==> src/leaf_params.svh <==
`ifndef LEAF_PARAMS_SVH
`define LEAF_PARAMS_SVH

// Tree packet and user word widths
`define PACKET_BITS   49
`define PAYLOAD_BITS  32

// Address fields of a tree packet
`define LEAF_BITS     5
`define PORT_BITS     4
`define ADDR_BITS     7

// This leaf's position in the tree
`define LEAF_ID       5'd6

// Port counts and buffering
`define NUM_IN        6
`define NUM_OUT       3
`define IN_FIFO_DEPTH 4

`endif

==> src/bft_pkg.sv <==
`include "leaf_params.svh"

package bft_pkg;

    localparam int OUT_SEL_BITS  = 2;
    localparam int BODY_BITS     = `ADDR_BITS + `PAYLOAD_BITS;
    localparam int CFG_RSVD_BITS = BODY_BITS - OUT_SEL_BITS - `LEAF_BITS - `PORT_BITS;

    // Valid bit sits at the top of the packet
    typedef struct packed {
        logic                  vld;
        logic [`LEAF_BITS-1:0] leaf;
        logic [`PORT_BITS-1:0] port;
    } pkt_hdr_t;

    typedef struct packed {
        logic [`ADDR_BITS-1:0]    addr;
        logic [`PAYLOAD_BITS-1:0] payload;
    } data_body_t;

    typedef struct packed {
        logic [OUT_SEL_BITS-1:0]  out_sel;
        logic [`LEAF_BITS-1:0]    route_leaf;
        logic [`PORT_BITS-1:0]    route_port;
        logic [CFG_RSVD_BITS-1:0] rsvd;
    } cfg_body_t;

    // Port field 0 selects cfg, ports 1..NUM_IN select data
    typedef union packed {
        data_body_t data;
        cfg_body_t  cfg;
    } pkt_body_u;

    typedef struct packed {
        pkt_hdr_t  hdr;
        pkt_body_u body;
    } bft_pkt_t;

    typedef struct packed {
        logic [`LEAF_BITS-1:0] leaf;
        logic [`PORT_BITS-1:0] port;
    } route_t;

endpackage

==> src/leaf_stream_if.sv <==
`timescale 1ns/1ps
`include "leaf_params.svh"

interface leaf_stream_if;

    logic [`PAYLOAD_BITS-1:0] data;
    logic                     vld;
    logic                     ack;
    // Marks a word that completes an input pair
    logic                     last_pair;

    modport source (
        output data, vld, last_pair,
        input  ack
    );

    modport sink (
        input  data, vld, last_pair,
        output ack
    );

endinterface

==> src/leaf_i6o3.sv <==
`timescale 1ns/1ps
`include "leaf_params.svh"

module leaf_i6o3 (
    input  logic                    clk,
    input  logic                    rst,
    input  logic [`PACKET_BITS-1:0] din,
    input  logic                    resend,
    input  logic                    ap_start,
    output logic [`PACKET_BITS-1:0] dout
);

    logic kernel_rst;

    leaf_stream_if user_in  [`NUM_IN] ();
    leaf_stream_if user_out [`NUM_OUT] ();

    leaf_interface leaf_interface_inst (
        .clk        (clk),
        .rst        (rst),
        .din        (din),
        .resend     (resend),
        .ap_start   (ap_start),
        .dout       (dout),
        .kernel_rst (kernel_rst),
        .user_in    (user_in),
        .user_out   (user_out)
    );

    // Kernel waits in reset for ap_start
    user_kernel_add user_kernel_inst (
        .clk   (clk),
        .rst   (kernel_rst),
        .in_s  (user_in),
        .out_s (user_out)
    );

endmodule

==> src/leaf_in_fifo.sv <==
`timescale 1ns/1ps
`include "leaf_params.svh"

module leaf_in_fifo (
    input  logic                     clk,
    input  logic                     rst,
    input  logic                     wr,
    input  logic [`PAYLOAD_BITS-1:0] wdata,
    output logic                     full,
    leaf_stream_if.source            out_s
);

    localparam int PTR_BITS = $clog2(`IN_FIFO_DEPTH);

    logic [`PAYLOAD_BITS-1:0] mem [`IN_FIFO_DEPTH];
    logic [PTR_BITS-1:0]      wr_ptr_q;
    logic [PTR_BITS-1:0]      rd_ptr_q;
    logic [PTR_BITS:0]        count_q;
    logic                     push;
    logic                     pop;

    assign full = (count_q == (PTR_BITS+1)'(`IN_FIFO_DEPTH));
    // Writes into a full buffer are lost
    assign push = wr && !full;
    assign pop  = out_s.vld && out_s.ack;

    always_ff @(posedge clk) begin
        if (rst) begin
            wr_ptr_q <= '0;
            rd_ptr_q <= '0;
            count_q  <= '0;
        end else begin
            if (push) begin
                wr_ptr_q <= (wr_ptr_q == PTR_BITS'(`IN_FIFO_DEPTH - 1)) ? '0 : wr_ptr_q + 1'b1;
            end
            if (pop) begin
                rd_ptr_q <= (rd_ptr_q == PTR_BITS'(`IN_FIFO_DEPTH - 1)) ? '0 : rd_ptr_q + 1'b1;
            end
            if (push && !pop) begin
                count_q <= count_q + 1'b1;
            end else if (pop && !push) begin
                count_q <= count_q - 1'b1;
            end
        end
    end

    always_ff @(posedge clk) begin
        if (push) begin
            mem[wr_ptr_q] <= wdata;
        end
    end

    assign out_s.data      = mem[rd_ptr_q];
    assign out_s.vld       = (count_q != '0);
    assign out_s.last_pair = 1'b0;

    assert property (@(posedge clk) disable iff (rst) count_q <= `IN_FIFO_DEPTH)
        else $error("input FIFO count past depth");

endmodule

==> src/leaf_interface.sv <==
`timescale 1ns/1ps
`include "leaf_params.svh"

module leaf_interface import bft_pkg::*; (
    input  logic          clk,
    input  logic          rst,
    input  bft_pkt_t      din,
    input  logic          resend,
    input  logic          ap_start,
    output bft_pkt_t      dout,
    output logic          kernel_rst,
    leaf_stream_if.source user_in  [`NUM_IN],
    leaf_stream_if.sink   user_out [`NUM_OUT]
);

    logic [`NUM_IN-1:0]       fifo_wr;
    logic [`PAYLOAD_BITS-1:0] fifo_wdata;
    logic                     route_wr;
    logic [OUT_SEL_BITS-1:0]  route_sel;
    route_t                   route_val;
    logic                     started_q;

    leaf_rx_demux rx_inst (
        .clk        (clk),
        .rst        (rst),
        .din        (din),
        .fifo_wr    (fifo_wr),
        .fifo_wdata (fifo_wdata),
        .route_wr   (route_wr),
        .route_sel  (route_sel),
        .route_val  (route_val)
    );

    for (genvar i = 0; i < `NUM_IN; i++) begin : g_in
        leaf_in_fifo fifo_inst (
            .clk   (clk),
            .rst   (rst),
            .wr    (fifo_wr[i]),
            .wdata (fifo_wdata),
            .full  (),
            .out_s (user_in[i])
        );
    end

    leaf_tx_arbiter tx_inst (
        .clk       (clk),
        .rst       (rst),
        .resend    (resend),
        .route_wr  (route_wr),
        .route_sel (route_sel),
        .route_val (route_val),
        .dout      (dout),
        .res_s     (user_out)
    );

    // Sticky until the next reset
    always_ff @(posedge clk) begin
        if (rst) begin
            started_q <= 1'b0;
        end else if (ap_start) begin
            started_q <= 1'b1;
        end
    end

    assign kernel_rst = !started_q;

endmodule

==> src/leaf_rx_demux.sv <==
`timescale 1ns/1ps
`include "leaf_params.svh"

module leaf_rx_demux import bft_pkg::*; (
    input  logic                     clk,
    input  logic                     rst,
    input  bft_pkt_t                 din,
    output logic [`NUM_IN-1:0]       fifo_wr,
    output logic [`PAYLOAD_BITS-1:0] fifo_wdata,
    output logic                     route_wr,
    output logic [OUT_SEL_BITS-1:0]  route_sel,
    output route_t                   route_val
);

    pkt_hdr_t  hdr_q;
    pkt_body_u body_q;
    logic      for_me;

    always_ff @(posedge clk) begin
        if (rst) begin
            hdr_q <= '0;
        end else begin
            hdr_q <= din.hdr;
        end
    end

    always_ff @(posedge clk) begin
        body_q <= din.body;
    end

    assign for_me = hdr_q.vld && (hdr_q.leaf == `LEAF_ID);

    // Port 0 is config, 1..NUM_IN are data, anything above is discarded
    always_comb begin
        fifo_wr  = '0;
        route_wr = 1'b0;
        if (for_me) begin
            if (hdr_q.port == '0) begin
                route_wr = 1'b1;
            end
            for (int i = 0; i < `NUM_IN; i++) begin
                if (int'(hdr_q.port) == i + 1) begin
                    fifo_wr[i] = 1'b1;
                end
            end
        end
    end

    // Same body word, read through both views of the union
    assign fifo_wdata     = body_q.data.payload;
    assign route_sel      = body_q.cfg.out_sel;
    assign route_val.leaf = body_q.cfg.route_leaf;
    assign route_val.port = body_q.cfg.route_port;

    // One packet reaches at most one FIFO or the routing table
    assert property (@(posedge clk) disable iff (rst) $onehot0({fifo_wr, route_wr}))
        else $error("rx decoded one packet to several targets");

endmodule

==> src/leaf_tx_arbiter.sv <==
`timescale 1ns/1ps
`include "leaf_params.svh"

module leaf_tx_arbiter import bft_pkg::*; (
    input  logic                    clk,
    input  logic                    rst,
    input  logic                    resend,
    input  logic                    route_wr,
    input  logic [OUT_SEL_BITS-1:0] route_sel,
    input  route_t                  route_val,
    output bft_pkt_t                dout,
    leaf_stream_if.sink             res_s [`NUM_OUT]
);

    route_t                   route_q  [`NUM_OUT];
    logic [`ADDR_BITS-1:0]    seq_q    [`NUM_OUT];
    logic [`PAYLOAD_BITS-1:0] res_data [`NUM_OUT];
    logic [`NUM_OUT-1:0]      res_vld;
    logic [`NUM_OUT-1:0]      res_ack;
    logic [OUT_SEL_BITS-1:0]  last_q;
    logic [OUT_SEL_BITS-1:0]  pend_sel_q;
    logic [OUT_SEL_BITS-1:0]  pick;
    logic                     pick_vld;
    logic                     pend_q;
    logic                     accept;
    bft_pkt_t                 pkt_q;

    for (genvar i = 0; i < `NUM_OUT; i++) begin : g_res
        assign res_vld[i]   = res_s[i].vld && res_s[i].last_pair;
        assign res_data[i]  = res_s[i].data;
        assign res_s[i].ack = res_ack[i];
    end

    // Round robin, starting just after the port served last
    always_comb begin
        int idx;
        pick_vld = 1'b0;
        pick     = '0;
        for (int off = `NUM_OUT; off >= 1; off--) begin
            idx = (int'(last_q) + off) % `NUM_OUT;
            if (res_vld[idx]) begin
                pick_vld = 1'b1;
                pick     = OUT_SEL_BITS'(idx);
            end
        end
    end

    assign accept = pick_vld && !pend_q;

    always_comb begin
        res_ack = '0;
        if (accept) begin
            res_ack[pick] = 1'b1;
        end
    end

    always_ff @(posedge clk) begin
        if (rst) begin
            for (int i = 0; i < `NUM_OUT; i++) begin
                route_q[i] <= '0;
                seq_q[i]   <= '0;
            end
            pend_q     <= 1'b0;
            pend_sel_q <= '0;
            last_q     <= OUT_SEL_BITS'(`NUM_OUT - 1);
        end else begin
            if (route_wr && (route_sel < OUT_SEL_BITS'(`NUM_OUT))) begin
                route_q[route_sel] <= route_val;
            end
            if (accept) begin
                pend_q     <= 1'b1;
                pend_sel_q <= pick;
                last_q     <= pick;
            end else if (pend_q && !resend) begin
                // Packet went out this cycle
                pend_q              <= 1'b0;
                seq_q[pend_sel_q]   <= seq_q[pend_sel_q] + 1'b1;
            end
        end
    end

    always_ff @(posedge clk) begin
        if (accept) begin
            pkt_q.hdr.vld           <= 1'b1;
            pkt_q.hdr.leaf          <= route_q[pick].leaf;
            pkt_q.hdr.port          <= route_q[pick].port;
            pkt_q.body.data.addr    <= seq_q[pick];
            pkt_q.body.data.payload <= res_data[pick];
        end
    end

    // Tree sees zero during resend, the packet stays put
    assign dout = (pend_q && !resend) ? pkt_q : '0;

    // A packet held by resend is not replaced by a newly acked result
    assert property (@(posedge clk) disable iff (rst)
        pend_q && resend |=> pend_q && $stable(pkt_q))
        else $error("pending packet replaced while resend held it");

endmodule

==> src/user_kernel_add.sv <==
`timescale 1ns/1ps
`include "leaf_params.svh"

module user_kernel_add (
    input  logic          clk,
    input  logic          rst,
    leaf_stream_if.sink   in_s  [`NUM_IN],
    leaf_stream_if.source out_s [`NUM_OUT]
);

    // Goes high the cycle after reset releases
    logic run_q;

    always_ff @(posedge clk) begin
        if (rst) begin
            run_q <= 1'b0;
        end else begin
            run_q <= 1'b1;
        end
    end

    // Output k adds inputs 2k and 2k+1 (ports 2k+1 and 2k+2 on the tree)
    for (genvar k = 0; k < `NUM_OUT; k++) begin : g_pair
        logic                     fire;
        logic                     out_vld_q;
        logic [`PAYLOAD_BITS-1:0] sum_q;

        assign fire = run_q && in_s[2*k].vld && in_s[2*k+1].vld && !out_vld_q;

        assign in_s[2*k].ack   = fire;
        assign in_s[2*k+1].ack = fire;

        always_ff @(posedge clk) begin
            if (rst) begin
                out_vld_q <= 1'b0;
            end else if (fire) begin
                out_vld_q <= 1'b1;
            end else if (out_s[k].ack) begin
                out_vld_q <= 1'b0;
            end
        end

        // Wraps modulo 2^32
        always_ff @(posedge clk) begin
            if (fire) begin
                sum_q <= in_s[2*k].data + in_s[2*k+1].data;
            end
        end

        assign out_s[k].data      = sum_q;
        assign out_s[k].vld       = out_vld_q;
        assign out_s[k].last_pair = out_vld_q;
    end

endmodule

==> config.mk <==
export PLATFORM = sky130hd
export DESIGN_NAME = leaf_i6o3
export DESIGN_NICKNAME = d
export VERILOG_FILES = /design/src/bft_pkg.sv /design/src/leaf_stream_if.sv /design/src/leaf_i6o3.sv /design/src/leaf_in_fifo.sv /design/src/leaf_interface.sv /design/src/leaf_rx_demux.sv /design/src/leaf_tx_arbiter.sv /design/src/user_kernel_add.sv
export VERILOG_INCLUDE_DIRS = /design/src /design/src/src
export SDC_FILE = /design/constraint.sdc
export NUM_CORES = 1
export LEC_CHECK = 0
export BUFFER_PORTS_ARGS = -buffer_cell sky130_fd_sc_hd__buf_2
export CAP_MARGIN = 20
export CELL_PAD_IN_SITES_DETAIL_PLACEMENT = 0
export CELL_PAD_IN_SITES_GLOBAL_PLACEMENT = 1
export CORE_UTILIZATION = 49
export CTS_CLUSTER_DIAMETER = 120
export DETAILED_ROUTE_END_ITERATION = 7
export PLACE_DENSITY_LB_ADDON = 0.12
export SYNTH_ARGS = -nofsm -noshare
export SYNTH_HDL_FRONTEND = slang
export SYNTH_SLANG_ARGS = --single-unit
export TNS_END_PERCENT = 20
==> constraint.sdc <==
create_clock -name clk -period 4.4 [get_ports clk]
set_input_delay 1.1 -clock clk [delete_from_list [all_inputs] [get_ports clk]]
set_output_delay 1.1 -clock clk [all_outputs]
set_load 0.03 [all_outputs]
==> key figures <==
Synth
  – Asr flop ratio synth: 0%
  – Main synth FF type: edfxtp_1
  – Most common library cells after synthesis: edfxtp_1 (967), mux4_2 (199), nand2_1 (162)
  – Synth area leader: edfxtp_1
  – Top cells by area, synth: edfxtp_1 (65%), mux4_2 (10%), dfxtp_1 (5.1%)
  – Sequential-to-total area share from yosys stat: a little over two thirds
  – Synth Instances: ~2700
  – Most frequent cell after synthesis: edfxtp_1
  – Synth warn: 0
  – Avg Cell Area, Syn: 16.8 sq um
  – Mapped cell area: roughly 0.045 sq mm
  – Syn nets: roughly 2900
  – Post-synthesis register bit count: approximately 1100
  – Synth cell types: between 70 and 80
  – Yosys top cell area share: between 60% and 70%
  – EDFF count, synth: between 900 and 1000

Floorplan
  – Core Footprint: 0.0904 sq mm
  – Effective utilization at floorplan: 49.7%
  – Die area: slightly above 0.09 sq mm
  – Die span in x: slightly above 300 microns
  – Ports: 102
  – Die height: slightly above 300 microns
  – # rows: 110

Drt
  – Wire per inst: 25.2 microns
  – Vias/cell: about 6
  – DRT antenna net count: 0
  – Drt drc: 0
  – TritonRoute pass-1 iters: 5
  – Vias: ~24000
  – Final wirelength: 104000 microns
  – Iteration-0 DRC count of the detailed router: 2017

Finish
  – Layout cells sized above 1: between 20% and 30%
  – Nets: around 3000
  – Area delta synth->final: 13.7%
  – Design Area, Final: 0.0511 sq mm
  – Final core utilization: 56.5%

STA
  – Endpoints failing setup: 0
  – Rel. slew slack: between 20% and 30%
  – Pins Over Slew Limit: 0
  – Fmax: 253 MHz
  – Tightest Pin Transition: approximately 1100 ps
  – Setup TNS: 0 ps
  – RSZ-0062 raised after global routing: no
  – Tcrit/Tclk final: between 80% and 90%
  – Final Critical Period: about 4000 ps
  – Layout Skew: approximately 25 ps
  – Hold WS: approximately 450 ps
  – Hold Vio Cnt, Final: 0

GRT
  – Largest net degree at the start of global routing: 63
  – First-pass GRT wire length: ~150000 microns
  – Global-route usage over all layers: about 22%
  – Initial antenna violation count: 6
  – Vias in the first global route: 24200
  – Global route overflow: 0

Placed design
  – Cell Area, Placed: ~0.047 sq mm
  – GPL Wtd Cong: approximately 0.9
  – DP Wirelength: 69700 microns
  – Port Buffer Count: about 100

Worst setup path
  – Crit Path Category: flop to flop
  – Worst flop-to-flop path endpoint: user_kernel_inst.out_s[2].data[28]
  – Max FO, Critical Path: 6
  – CP arrival: around 4400 ps
  – FF-to-FF setup slack: 450 ps
  – CP endpoint kind: flop
  – Startpoint types: flop
  – Worst Setup EP: user_kernel_inst.out_s[2].data[28]
  – Worst Path Required: a little under 5000 ps
  – Worst Reg2Reg Path Length in Cells: 11

Clock tree
  – Max clock buf depth: 3
  – CTS sink count: roughly 1100
  – CTS H-tree lvls: 3
  – Clk root buf: clkbuf_16
  – Post-CTS Setup Bufs: 0
  – CTS tree: yes
  – Clock slew at reported path FFs: 70 ps
  – Clock Latency Late Sink: slightly below 700 ps
  – Hold Buf Count CTS: 0
  – Post_cts resized: 0
  – Inserted Clock Buffers: between 100 and 150

Run
  – # Max-Cap Violations: 0

Worst hold path
  – Hold/Removal Path Class: flop to flop

Status
  – Status: finished clean

Power
  – PD cells: 406 mW/mm^2
  – LEAKAGE: about 17 nW
  – VDD IR-drop max: between 300 and 400 uV
[power breakdown]
group,internal (mW),switching [mW]
registers,11.2,0.0992
clock network,5.40,3.87
logic,0.0620,0.102
[logic make-up after synthesis]
group | Yosys count | share of synthesized area, %
buf+inv | 169 | 1.45
mux | 237 | 10.8
fa+ha+maj | 142 | 4.10
flops | 1081 | 69.7
compound gates | 387 | 5.79
xor+xnor | 99 | 1.93
simple gates | 557 | 6.15
[registers in the layout, indices dropped and copies added (netlist names), 18 cells and up, named ones only]
signal	count
leaf_interface_inst.tx_inst.pkt_q	48
leaf_interface_inst.rx_inst.body_q	39
leaf_interface_inst.tx_inst.seq_q	28
leaf_interface_inst.tx_inst.route_q	27
leaf_interface_inst.g_in.fifo_inst.mem	768
user_kernel_inst.out_s.data	96
leaf_interface_inst.g_in.fifo_inst.count_q	18
[cell type report]
cell class                 instances  area (sq um)
antenna                            1          2.50
clock buffer                     145          2970
clock inverter                    61           656
fill                            6939         39400
inverter                          60           225
multi-input combinational       1422         13000
sequential                      1081         31300
tap                             1176          1470
timing repair buffer             181          1420
[cells in the final DEF (no fill, tap or decap), types with 60 or more instances in the layout]
master,n
nor2_1,128
clkbuf_16,111
ha_1,132
nand2_1,162
a21oi_1,110
inv_1,60
dfxtp_1,102
mux4_2,199
buf_4,60
o21ai_0,63
buf_2,101
edfxtp_1,967
and2_1,80
a21o_1,63
[critical path, stage by stage (launching register included)]
cell,delay (ps)
dfxtp_2,450
mux4_2,540
ha_1,220
fa_1,420
a21o_1,220
a211o_1,310
a21oi_2,290
o32a_1,260
a31oi_1,270
a221o_1,380
a21o_1,190
xor2_1,130
[routing by layer]
metal,track usage (%),share of wire [%]
met5,0,0
met2,36.8,48
met1,32.2,45
met4,5.34,1.9
met3,2.83,5.0
[per-stage QoR]
step | power [mW] | setup slack [ps] | std cells
finish | 20.7 | 453 | 4127
global route | 21.3 | 194 | 4126
CTS | 20.9 | 414 | 4117
detailed placement | 11.6 | 458 | 3911
global placement | 11.6 | 497 | 3905
floorplan | 11.5 | 295 | 2672
[worst min-delay path by stage]
| stage | start | endpoint | slack [ps] | cells after the start |
|---|---|---|---|---|
| 2_1_floorplan | leaf_interface_inst.started_q | user_kernel_inst.run_q | 360 | 0 |
| 3_3_place_gp | leaf_interface_inst.started_q | user_kernel_inst.run_q | 450 | 0 |
| 3_5_place_dp | leaf_interface_inst.started_q | user_kernel_inst.run_q | 450 | 0 |
| 4_1_cts | din[5] | leaf_interface_inst.rx_inst.body_q[5] | 450 | 1 |
| 5_1_grt | leaf_interface_inst.started_q | user_kernel_inst.run_q | 460 | 0 |
| 6_report | leaf_interface_inst.started_q | user_kernel_inst.run_q | 450 | 0 |
No activity file was read; power rests on OpenSTA's default activity.
